## config.mk

```make
export PLATFORM = sky130hd
export DESIGN_NAME = gpio_top
export DESIGN_NICKNAME = d
export VERILOG_FILES = /design/src/common/gpio_pkg.sv /design/src/common/apb_pkg.sv /design/src/source/gpio_top.sv /design/src/gpio/gpio_pin_io.sv /design/src/gpio/gpio_regfile.sv /design/src/gpio/gpio_apb_ctrl.sv
export SDC_FILE = /design/constraint.sdc
export NUM_CORES = 1
export LEC_CHECK = 0
export BUFFER_PORTS_ARGS = -buffer_cell sky130_fd_sc_hd__buf_2
export CAP_MARGIN = 20
export CORE_ASPECT_RATIO = 1.5
export CORE_MARGIN = 2
export CORE_UTILIZATION = 30
export CTS_CLUSTER_DIAMETER = 120
export DETAILED_ROUTE_END_ITERATION = 10
export PLACE_DENSITY = 0.5
export SLEW_MARGIN = 40
export SYNTH_ARGS = -nofsm -noshare
export SYNTH_HDL_FRONTEND = slang
export SYNTH_HIERARCHICAL = 1
export SYNTH_SLANG_ARGS = --single-unit
```

## constraint.sdc

```tcl
create_clock -name clk -period 2.55 [get_ports clk]
set_input_delay 0.51 -clock clk [delete_from_list [all_inputs] [get_ports clk]]
set_output_delay 0.51 -clock clk [all_outputs]
set_load 0.1 [all_outputs]
```

## src/common/gpio_pkg.sv

```systemverilog
package gpio_pkg;

    // Word index of each register, address bits above the strobe lanes
    localparam int REG_IDR    = 0;  // Input data, read-only
    localparam int REG_ODR    = 1;  // Output data
    localparam int REG_MODER  = 2;  // Pin direction
    localparam int REG_OTYPER = 3;  // Push-pull or open-drain
    localparam int REG_FSR0   = 4;  // Function select, pins 0 to DATA_WIDTH/2-1
    localparam int REG_FSR1   = 5;  // Function select, upper pins
    localparam int REG_IER    = 6;  // Interrupt enable

    localparam int REG_IDX_BITS = 3;

    // One mode bit per pin
    localparam logic MODE_INPUT  = 1'b0;
    localparam logic MODE_OUTPUT = 1'b1;

    // One output-type bit per pin
    localparam logic OTYPE_PUSH_PULL  = 1'b0;
    localparam logic OTYPE_OPEN_DRAIN = 1'b1;

    // Two select words hold two bits per pin
    localparam int FUNC_BITS = 2;

    localparam int DEF_GPIO_WIDTH = 16;

endpackage

```

## src/common/apb_pkg.sv

```systemverilog
package apb_pkg;

    // Default bus geometry, overridable from the top level
    localparam int DEF_ADDR_WIDTH = 32;
    localparam int DEF_DATA_WIDTH = 32;

    // Bits covered by one pstrb lane
    localparam int BYTE_BITS = 8;

endpackage
```

## src/source/gpio_top.sv

```systemverilog
`timescale 1ns/1ps

module gpio_top #(
    parameter int ADDR_WIDTH = apb_pkg::DEF_ADDR_WIDTH,
    parameter int DATA_WIDTH = apb_pkg::DEF_DATA_WIDTH,
    parameter int GPIO_WIDTH = gpio_pkg::DEF_GPIO_WIDTH,
    localparam int STRB_WIDTH = DATA_WIDTH / apb_pkg::BYTE_BITS
) (
    input  logic                                   clk,
    input  logic                                   rst,

    input  logic [ADDR_WIDTH-1:0]                  paddr,
    input  logic                                   psel,
    input  logic                                   penable,
    input  logic                                   pwrite,
    input  logic [DATA_WIDTH-1:0]                  pwdata,
    input  logic [STRB_WIDTH-1:0]                  pstrb,
    output logic                                   pready,
    output logic [DATA_WIDTH-1:0]                  prdata,
    output logic                                   pslverr,

    input  logic                                   pause_req,
    output logic                                   pause_ack,

    output logic                                   irq,

    input  logic [GPIO_WIDTH-1:0]                  pin_in,
    output logic [GPIO_WIDTH-1:0]                  pin_out,
    output logic [GPIO_WIDTH-1:0]                  pin_oe,
    output logic [GPIO_WIDTH*gpio_pkg::FUNC_BITS-1:0] func
);

    // Controller to register file
    logic                             reg_wr;
    logic [gpio_pkg::REG_IDX_BITS-1:0] reg_idx;
    logic [DATA_WIDTH-1:0]            wr_mask;
    logic [DATA_WIDTH-1:0]            wr_data;
    logic [DATA_WIDTH-1:0]            rd_data;
    logic                             frozen;

    // Register contents toward the pins
    logic [GPIO_WIDTH-1:0] idr;
    logic [GPIO_WIDTH-1:0] odr;
    logic [GPIO_WIDTH-1:0] moder;
    logic [GPIO_WIDTH-1:0] otyper;
    logic [DATA_WIDTH-1:0] fsr0;
    logic [DATA_WIDTH-1:0] fsr1;
    logic [GPIO_WIDTH-1:0] ier;

    gpio_apb_ctrl #(
        .ADDR_WIDTH (ADDR_WIDTH),
        .DATA_WIDTH (DATA_WIDTH)
    ) u_ctrl (
        .clk       (clk),
        .rst       (rst),
        .paddr     (paddr),
        .psel      (psel),
        .penable   (penable),
        .pwrite    (pwrite),
        .pwdata    (pwdata),
        .pstrb     (pstrb),
        .pready    (pready),
        .prdata    (prdata),
        .pslverr   (pslverr),
        .pause_req (pause_req),
        .pause_ack (pause_ack),
        .rd_data   (rd_data),
        .reg_wr    (reg_wr),
        .reg_idx   (reg_idx),
        .wr_mask   (wr_mask),
        .wr_data   (wr_data),
        .frozen    (frozen)
    );

    gpio_regfile #(
        .DATA_WIDTH (DATA_WIDTH),
        .GPIO_WIDTH (GPIO_WIDTH)
    ) u_regs (
        .clk     (clk),
        .rst     (rst),
        .reg_wr  (reg_wr),
        .reg_idx (reg_idx),
        .wr_mask (wr_mask),
        .wr_data (wr_data),
        .idr     (idr),
        .rd_data (rd_data),
        .odr     (odr),
        .moder   (moder),
        .otyper  (otyper),
        .fsr0    (fsr0),
        .fsr1    (fsr1),
        .ier     (ier)
    );

    gpio_pin_io #(
        .DATA_WIDTH (DATA_WIDTH),
        .GPIO_WIDTH (GPIO_WIDTH)
    ) u_pins (
        .clk     (clk),
        .rst     (rst),
        .pin_in  (pin_in),
        .odr     (odr),
        .moder   (moder),
        .otyper  (otyper),
        .fsr0    (fsr0),
        .fsr1    (fsr1),
        .ier     (ier),
        .frozen  (frozen),
        .idr     (idr),
        .pin_out (pin_out),
        .pin_oe  (pin_oe),
        .func    (func),
        .irq     (irq)
    );

endmodule

```

## src/gpio/gpio_pin_io.sv

```systemverilog
`timescale 1ns/1ps

module gpio_pin_io #(
    parameter int DATA_WIDTH = 32,
    parameter int GPIO_WIDTH = 16
) (
    input  logic                                      clk,
    input  logic                                      rst,

    input  logic [GPIO_WIDTH-1:0]                     pin_in,
    input  logic [GPIO_WIDTH-1:0]                     odr,
    input  logic [GPIO_WIDTH-1:0]                     moder,
    input  logic [GPIO_WIDTH-1:0]                     otyper,
    input  logic [DATA_WIDTH-1:0]                     fsr0,
    input  logic [DATA_WIDTH-1:0]                     fsr1,
    input  logic [GPIO_WIDTH-1:0]                     ier,
    input  logic                                      frozen,

    output logic [GPIO_WIDTH-1:0]                     idr,
    output logic [GPIO_WIDTH-1:0]                     pin_out,
    output logic [GPIO_WIDTH-1:0]                     pin_oe,
    output logic [GPIO_WIDTH*gpio_pkg::FUNC_BITS-1:0] func,
    output logic                                      irq
);

    localparam int FB = gpio_pkg::FUNC_BITS;

    logic [GPIO_WIDTH-1:0]   sync_q;   // First synchroniser stage
    logic [2*DATA_WIDTH-1:0] fsr_all;

    // Two-flop synchroniser, idr is pin_in two edges late
    always_ff @(posedge clk) begin
        if (rst) begin
            sync_q <= '0;
            idr    <= '0;
        end else begin
            sync_q <= pin_in;
            idr    <= sync_q;
        end
    end

    assign pin_out = odr;

    // Open-drain only drives the low level
    always_comb begin
        for (int i = 0; i < GPIO_WIDTH; i++) begin
            pin_oe[i] = 1'b0;
            if (moder[i] == gpio_pkg::MODE_OUTPUT) begin
                case (otyper[i])
                    gpio_pkg::OTYPE_PUSH_PULL:  pin_oe[i] = 1'b1;
                    gpio_pkg::OTYPE_OPEN_DRAIN: pin_oe[i] = ~odr[i];
                endcase
            end
        end
    end

    // Pin i takes bits 2i and 2i+1 of the two select words
    assign fsr_all = {fsr1, fsr0};

    always_comb begin
        for (int i = 0; i < GPIO_WIDTH; i++) begin
            func[i*FB +: FB] = fsr_all[i*FB +: FB];
        end
    end

    assign irq = frozen ? 1'b0 : |(ier & idr);   // Level, held low in pause

endmodule

```

## src/gpio/gpio_regfile.sv

```systemverilog
`timescale 1ns/1ps

module gpio_regfile #(
    parameter int DATA_WIDTH = 32,
    parameter int GPIO_WIDTH = 16
) (
    input  logic                              clk,
    input  logic                              rst,

    input  logic                              reg_wr,
    input  logic [gpio_pkg::REG_IDX_BITS-1:0] reg_idx,
    input  logic [DATA_WIDTH-1:0]             wr_mask,
    input  logic [DATA_WIDTH-1:0]             wr_data,
    input  logic [GPIO_WIDTH-1:0]             idr,

    output logic [DATA_WIDTH-1:0]             rd_data,
    output logic [GPIO_WIDTH-1:0]             odr,
    output logic [GPIO_WIDTH-1:0]             moder,
    output logic [GPIO_WIDTH-1:0]             otyper,
    output logic [DATA_WIDTH-1:0]             fsr0,
    output logic [DATA_WIDTH-1:0]             fsr1,
    output logic [GPIO_WIDTH-1:0]             ier
);

    // Per-pin registers only see the low lanes of the bus
    logic [GPIO_WIDTH-1:0] pin_data;
    logic [GPIO_WIDTH-1:0] pin_mask;

    assign pin_data = wr_data[GPIO_WIDTH-1:0];
    assign pin_mask = wr_mask[GPIO_WIDTH-1:0];

    always_ff @(posedge clk) begin
        if (rst) begin
            odr    <= '0;
            moder  <= '0;
            otyper <= '0;
            fsr0   <= '0;
            fsr1   <= '0;
            ier    <= '0;
        end else if (reg_wr) begin
            // Keep bits whose strobe lane is off
            case (reg_idx)
                gpio_pkg::REG_ODR:    odr    <= (pin_data & pin_mask) | (odr & ~pin_mask);
                gpio_pkg::REG_MODER:  moder  <= (pin_data & pin_mask) | (moder & ~pin_mask);
                gpio_pkg::REG_OTYPER: otyper <= (pin_data & pin_mask) | (otyper & ~pin_mask);
                gpio_pkg::REG_FSR0:   fsr0   <= (wr_data & wr_mask) | (fsr0 & ~wr_mask);
                gpio_pkg::REG_FSR1:   fsr1   <= (wr_data & wr_mask) | (fsr1 & ~wr_mask);
                gpio_pkg::REG_IER:    ier    <= (pin_data & pin_mask) | (ier & ~pin_mask);
                default: begin
                    // Input register and unmapped words hold nothing here
                end
            endcase
        end
    end

    // Read mux, zero-extended pin registers
    always_comb begin
        rd_data = '0;
        case (reg_idx)
            gpio_pkg::REG_IDR:    rd_data[GPIO_WIDTH-1:0] = idr;
            gpio_pkg::REG_ODR:    rd_data[GPIO_WIDTH-1:0] = odr;
            gpio_pkg::REG_MODER:  rd_data[GPIO_WIDTH-1:0] = moder;
            gpio_pkg::REG_OTYPER: rd_data[GPIO_WIDTH-1:0] = otyper;
            gpio_pkg::REG_FSR0:   rd_data = fsr0;
            gpio_pkg::REG_FSR1:   rd_data = fsr1;
            gpio_pkg::REG_IER:    rd_data[GPIO_WIDTH-1:0] = ier;
            default:              rd_data = '0;
        endcase
    end

endmodule

```

## src/gpio/gpio_apb_ctrl.sv

```systemverilog
`timescale 1ns/1ps

module gpio_apb_ctrl #(
    parameter int ADDR_WIDTH = 32,
    parameter int DATA_WIDTH = 32,
    localparam int STRB_WIDTH = DATA_WIDTH / apb_pkg::BYTE_BITS
) (
    input  logic                              clk,
    input  logic                              rst,

    input  logic [ADDR_WIDTH-1:0]             paddr,
    input  logic                              psel,
    input  logic                              penable,
    input  logic                              pwrite,
    input  logic [DATA_WIDTH-1:0]             pwdata,
    input  logic [STRB_WIDTH-1:0]             pstrb,
    output logic                              pready,
    output logic [DATA_WIDTH-1:0]             prdata,
    output logic                              pslverr,

    input  logic                              pause_req,
    output logic                              pause_ack,

    input  logic [DATA_WIDTH-1:0]             rd_data,
    output logic                              reg_wr,
    output logic [gpio_pkg::REG_IDX_BITS-1:0] reg_idx,
    output logic [DATA_WIDTH-1:0]             wr_mask,
    output logic [DATA_WIDTH-1:0]             wr_data,
    output logic                              frozen
);

    // Word index sits above the byte-lane bits of paddr
    localparam int LANE_BITS = $clog2(STRB_WIDTH);
    localparam int IDX_WIDTH = ADDR_WIDTH - LANE_BITS;

    logic [IDX_WIDTH-1:0] word_idx;
    logic                 mapped;
    logic                 read_only;
    logic                 accept;
    logic                 complete;
    logic                 bad_access;

    assign word_idx  = paddr[ADDR_WIDTH-1:LANE_BITS];
    assign mapped    = (word_idx <= gpio_pkg::REG_IER);
    assign read_only = (word_idx == gpio_pkg::REG_IDR);
    assign reg_idx   = word_idx[gpio_pkg::REG_IDX_BITS-1:0];

    // Error on unmapped word or a write to the input register
    assign bad_access = !mapped || (pwrite && read_only);

    // New transfer seen in setup or access phase, not yet answered
    assign accept   = psel && !pready;
    // Access phase meets our pready, only outside a pause
    assign complete = psel && penable && pready && !pause_ack;

    assign frozen = pause_req && pause_ack;

    // Strobe lanes widened to a bit mask
    always_comb begin
        for (int i = 0; i < STRB_WIDTH; i++) begin
            wr_mask[i*apb_pkg::BYTE_BITS +: apb_pkg::BYTE_BITS] =
                {apb_pkg::BYTE_BITS{pstrb[i]}};
        end
    end

    assign wr_data = pwdata;

    // Register write lands on the same edge that raises pready
    assign reg_wr = accept && pwrite && !bad_access;

    // pause_ack is the whole pause state; frozen matches no branch below
    always_ff @(posedge clk) begin
        if (rst) begin
            pready    <= 1'b0;
            prdata    <= '0;
            pslverr   <= 1'b0;
            pause_ack <= 1'b0;
        end else if (accept) begin
            pready <= 1'b1;
            if (bad_access) begin
                pslverr <= 1'b1;    // prdata stays zero
            end else if (!pwrite) begin
                prdata <= rd_data;
            end
        end else if (complete) begin
            pready  <= 1'b0;
            prdata  <= '0;
            pslverr <= 1'b0;
        end else if (pause_req && !pause_ack) begin
            // Enter pause, anything in flight ends with an error
            pause_ack <= 1'b1;
            pready    <= 1'b1;
            pslverr   <= 1'b1;
            prdata    <= '0;
        end else if (!pause_req && pause_ack) begin
            // Resume
            pause_ack <= 1'b0;
            pready    <= 1'b0;
            pslverr   <= 1'b0;
            prdata    <= '0;
        end
    end

endmodule

```

======== Word-level counts from Yosys, hierarchy flattened ========
Index checks and enable logic that the tools add are counted.
word-level totals
  bits in registers ....................... 195
  input bits .............................. 90
  output and inout bits ................... 100
operators by class
  $lt $le $gt $ge ......................... 1
  equal/unequal tests ..................... 9
  multiplexer cells ....................... 47
  bitwise logic cells ..................... 51
  reduce and logical (&&, ||, !) cells .... 30
operators with widths
  cell                   count
  $mux W32               6
  $pmux W16 S7           1
  $and A16 B16 Y16       6
  $and A32 B32 Y32       3
  $or A16 B16 Y16        4
  $or A32 B32 Y32        2
  $not A1 Y1             34
  $not A32 Y32           1
  $pmux W1 S2            16
  $pmux W16 S2           1
  $le A30 B3 Y1 const B  1
  $logic_not A30 Y1      1
  $mux W1                23
  $not A16 Y16           1
  $reduce_or A16 Y1      1
  $reduce_and A2 Y1      7
  $logic_and A1 B1 Y1    10
  $eq A3 B3 Y1 const B   3
  $eq A3 B2 Y1 const B   2
  $ne A2 B2 Y1 const B   3
  $reduce_and A3 Y1      2
  $logic_not A1 Y1       5
  $reduce_bool A4 Y1     1
  $eq A3 B1 Y1 const B   1
  other kinds (3)        3

======== Logic depth before layout (Yosys ltp) ========
  depth after elaboration ................. 6
  depth in mapped cells ................... 9
  gate-level depth less buffers ........... 7

======== By module ========
The synthesis kept the hierarchy.
modules (own cells, without submodules)
  module         instances  cells an instance  area each (um^2)
  gpio_regfile   1          723                6678.9
  gpio_apb_ctrl  1          178                1796.7
  gpio_pin_io    1          141                1418.9

======== Least setup slack after synthesis ========
No wires, ideal clock.
  path type ............................... register to output
  from .................................... reg u_ctrl.pause_ack
  to ...................................... out irq
  arrival ................................. 2.549 ns
  slack ................................... -0.509 ns
  stages on the path, launching flop included .. 3
  path through ............................ dfxtp_1 ha_1 a31oi_1
on the way
  word-level cells in the longest chain between the ends .. 2
ends and longest elaborated chain
  item                      line                 source
  start: declaration        gpio_apb_ctrl.sv:22  output logic pause_ack,
  start signal: assignment  gpio_apb_ctrl.sv:77  pause_ack <= 1'b0;
  start signal: assignment  gpio_apb_ctrl.sv:91  pause_ack <= 1'b1;
  start signal: assignment  gpio_apb_ctrl.sv:97  pause_ack <= 1'b0;
  $logic_and A1 B1 Y1       gpio_apb_ctrl.sv:56  assign frozen = pause_req && pause_ack;
  named net frozen          gpio_top.sv:39       logic frozen;
  $mux W1                   gpio_pin_io.sv:66    assign irq = frozen ? 1'b0 : |(ier & idr);
  end: declaration          gpio_top.sv:25       output logic irq,
The timed path passes the listed nets, and every way through them passes these cells.

======== Worst setup path after layout ========
  from .................................... reg u_pins.idr[2]
  to ...................................... out irq
on the way
  word-level cells in the longest chain between the ends .. 3
ends and longest elaborated chain
  item                      line               source
  start: declaration        gpio_pin_io.sv:19  output logic [GPIO_WIDTH-1:0] idr,
  start signal: assignment  gpio_pin_io.sv:38  idr <= sync_q;
  $and A16 B16 Y16          gpio_pin_io.sv:66
  $reduce_or A16 Y1         gpio_pin_io.sv:66
  $mux W1                   gpio_pin_io.sv:66
No other way between the ends.

==> impl_metrics.toml <==
[synth]
avgSynthCellArea_um2 = 9.496
syn-num-nets = 1134
synth.distinct_cells = 43
synthCells = 1042
syn_area_mm2 = 0.009894
synthArstFlopShare_pct = 0
yosysSeqAreaShare_pct = 39.45
ys.flop_type = "dfxtp_1"
ys.warnings.count = 6
synth_seq_cells = 195
synth-edff-count = 0

[setup_path]
path_class = "flop to output port"
cp.arrival_ps = 1870
rr_worst_depth = 8
r2r_slack_ps = 590
timing.rr.start = "u_ctrl/pready$_SDFFE_PP0P_"
start_kind = "flop"
critical_path_required_ps = 2040
critPathMaxFanout = 2
cp-end-kind = "output port"

[sta]
finalSetupTns_ps = 0
tightestPinTransition_ps = 720.1
fmax_mhz = 419.6
final_hold_viol_count = 0
fin_skew_ps = 6.334
relSlewSlack_pct = 51.94
layout_min_cycle_time_ps = 2383
post-route-period-util_pct = 93.45
finalSetupViolations = 0
maxSlewViolCount = 0
rsz0062_at_grt = "false"

[layout]
area_growth_pct = 13.51
utilization_pct = 34.52
final_layout_size_suffix_gt1_share_pct = 25.66
final_common_cell = "dfxtp_1"
final_nets = 1213
final_cell_mix = "195 x dfxtp_1, 186 x buf_2, 162 x nand2b_1"

[power]
vdd_ir_drop_max_uv = 463.9
power.leakage_nw = 5.282
power.density_mw_per_mm2 = 563.4
power_mw = 6.328

[hold_path]
holdPathEnd = "u_pins/sync_q[8]$_SDFF_PP0_"
whs_path_depth = 2
min_from = "pin_in[8]"
hp-class = "primary input to flop"

[route]
drtPass1Iterations = 5
vias = 7281
wl_mm = 27.83
wire_per_inst_um = 17.95
drc = 0
post_drt_via_cell_ratio = 4.697
drt-initial-drc-count = 320
postRouteAntennaNets = 0

[clock_network]
cts_setup_buffers = 0
numCtsBuffers = 17
clkTransAtPathRegs_ps = 70
holdBufCountCts = 0
clkLatencyLatePin_ps = 450
cts_buffer_depth = 2
cts_tree = "built"
clock_sinks = 195
clockRootBuffer = "clkbuf_16"
cts.htree.levels = 4

[die]
die_x_um = 152.3
die_area_mm2 = 0.03448
core_mm2 = 0.03253
rows = 81
initial_core_util_pct = 30.41
ios = 190
die_height_um = 226.4

[global_routing]
grt_start_max_net_pins = 143
grt_pass1_vias = 7337
grt_pass1_wl_mm = 42.85
grt_overflow = 0
antenna_found_initial = 1
grt.total_usage_pct = 16.17

[status]
outcome = "complete, no violations"

[place]
hpwlAfterDp_mm = 19.86
port_buffers = 187
gp_congestion = 0.7298

[job]
maxCapViolCount = 0
cell type report:
| type | instances | area [µm²] |
|---|---|---|
| fill | 3399 | 21300 |
| timing repair buffer | 235 | 1405 |
| tap | 415 | 519.2 |
| clock inverter | 14 | 141.4 |
| multi-input combinational | 666 | 4797 |
| sequential | 195 | 3904 |
| clock buffer | 18 | 439.2 |
| antenna | 1 | 2.502 |
| inverter | 6 | 22.52 |
Yosys cell counts (2+ instances only):
cell type  number  area [µm²]
a32oi_1        16       140.1
mux2i_1       152        1521
o21ai_0        10       50.05
a22o_1         52       455.4
and4b_1         3       30.03
o21a_1          3       22.52
a21o_1          7       52.55
o22ai_1         7       43.79
clkbuf_2        5       25.02
nor2b_1        37       231.5
a221oi_1        2       17.52
a21boi_0       16       120.1
o211ai_1        8       60.06
ha_1            2       25.02
a22oi_1        10       75.07
clkbuf_1       25       93.84
nor4_2          4       50.05
buf_4         125       938.4
nor4_1          2       12.51
mux2_2          8       90.09
inv_1           6       22.52
a21oi_1         3       15.01
buf_2          12       60.06
nand2b_1      162        1013
nor3_1          4       20.02
buf_6           8       90.09
dfxtp_1       195        3904
o41ai_1         2       17.52
nand3_1         8       40.04
a31oi_1         2       12.51
nand2_1       134       503.0
how the worst max path moves through the flow:
stage	from	to	slack [ps]
3_5_place_dp	paddr[10]	flop	-330
4_1_cts	u_pins/idr[2]$_SDFF_PP0_	irq	90
2_1_floorplan	u_ctrl/pause_ack$_SDFFE_PP0P_	irq	50
6_report	u_pins/idr[2]$_SDFF_PP0_	irq	170
3_3_place_gp	paddr[10]	flop	-260
5_1_grt	paddr[10]	flop	20
timing repair:
item	4_1_cts	5_1_grt
resized for setup	1	1
pin swaps	0	0
setup endpoints to repair	1	3
cloned	0	0
where the power goes:
part / switching [mW] / internal, mW
clock network: 1.31 / 1.40
logic: 0.327 / 0.196
registers: 0.0206 / 3.07
metal layers:
metal | vias up | share of wire (%) | GRT usage [%]
met1 | 3447 | 41 | 18.66
met2 | 188 | 51 | 29.10
li1 | 3620 | - | -
met3 | 26 | 5.4 | 4.320
met4 | 0 | 2.2 | 5.095
met5 | - | 0 | 0
logic make-up (layout without fill, tap and decap cells):
family                   Yosys count  count (layout)  share of synthesized area [%]
AND/OR/NAND/NOR                  365             365                          20.49
adder cells (fa/ha/maj)            2               2                         0.2529
AO/OA/AOI/OAI                    139             139                          11.09
buffers and inverters            181             273                          12.43
other                              0               1                              0
multiplexers                     160             160                          16.29
flip-flops                       195             195                          39.45
through the flow:
stage | hold WS [ps] | std cells | setup slack [ps] | area, µm²
after detailed placement | 425.6 | 1517 | -325.5 | 10640
final | 269.4 | 1550 | 167.0 | 11230
after global placement | 424.0 | 1515 | -255.3 | 10610
after CTS | 245.5 | 1549 | 87.64 | 11220
after global routing | 251.1 | 1549 | 16.89 | 11230
after floorplan | 413.8 | 1042 | 53.58 | 9901
worst max-delay path, stage by stage (launching register included):
cell and delay, ps:
dfxtp_1 450, a22oi_1 140, and3_1 190, a31oi_2 180
buf_2 460
Power figures use the tool's default switching activity.
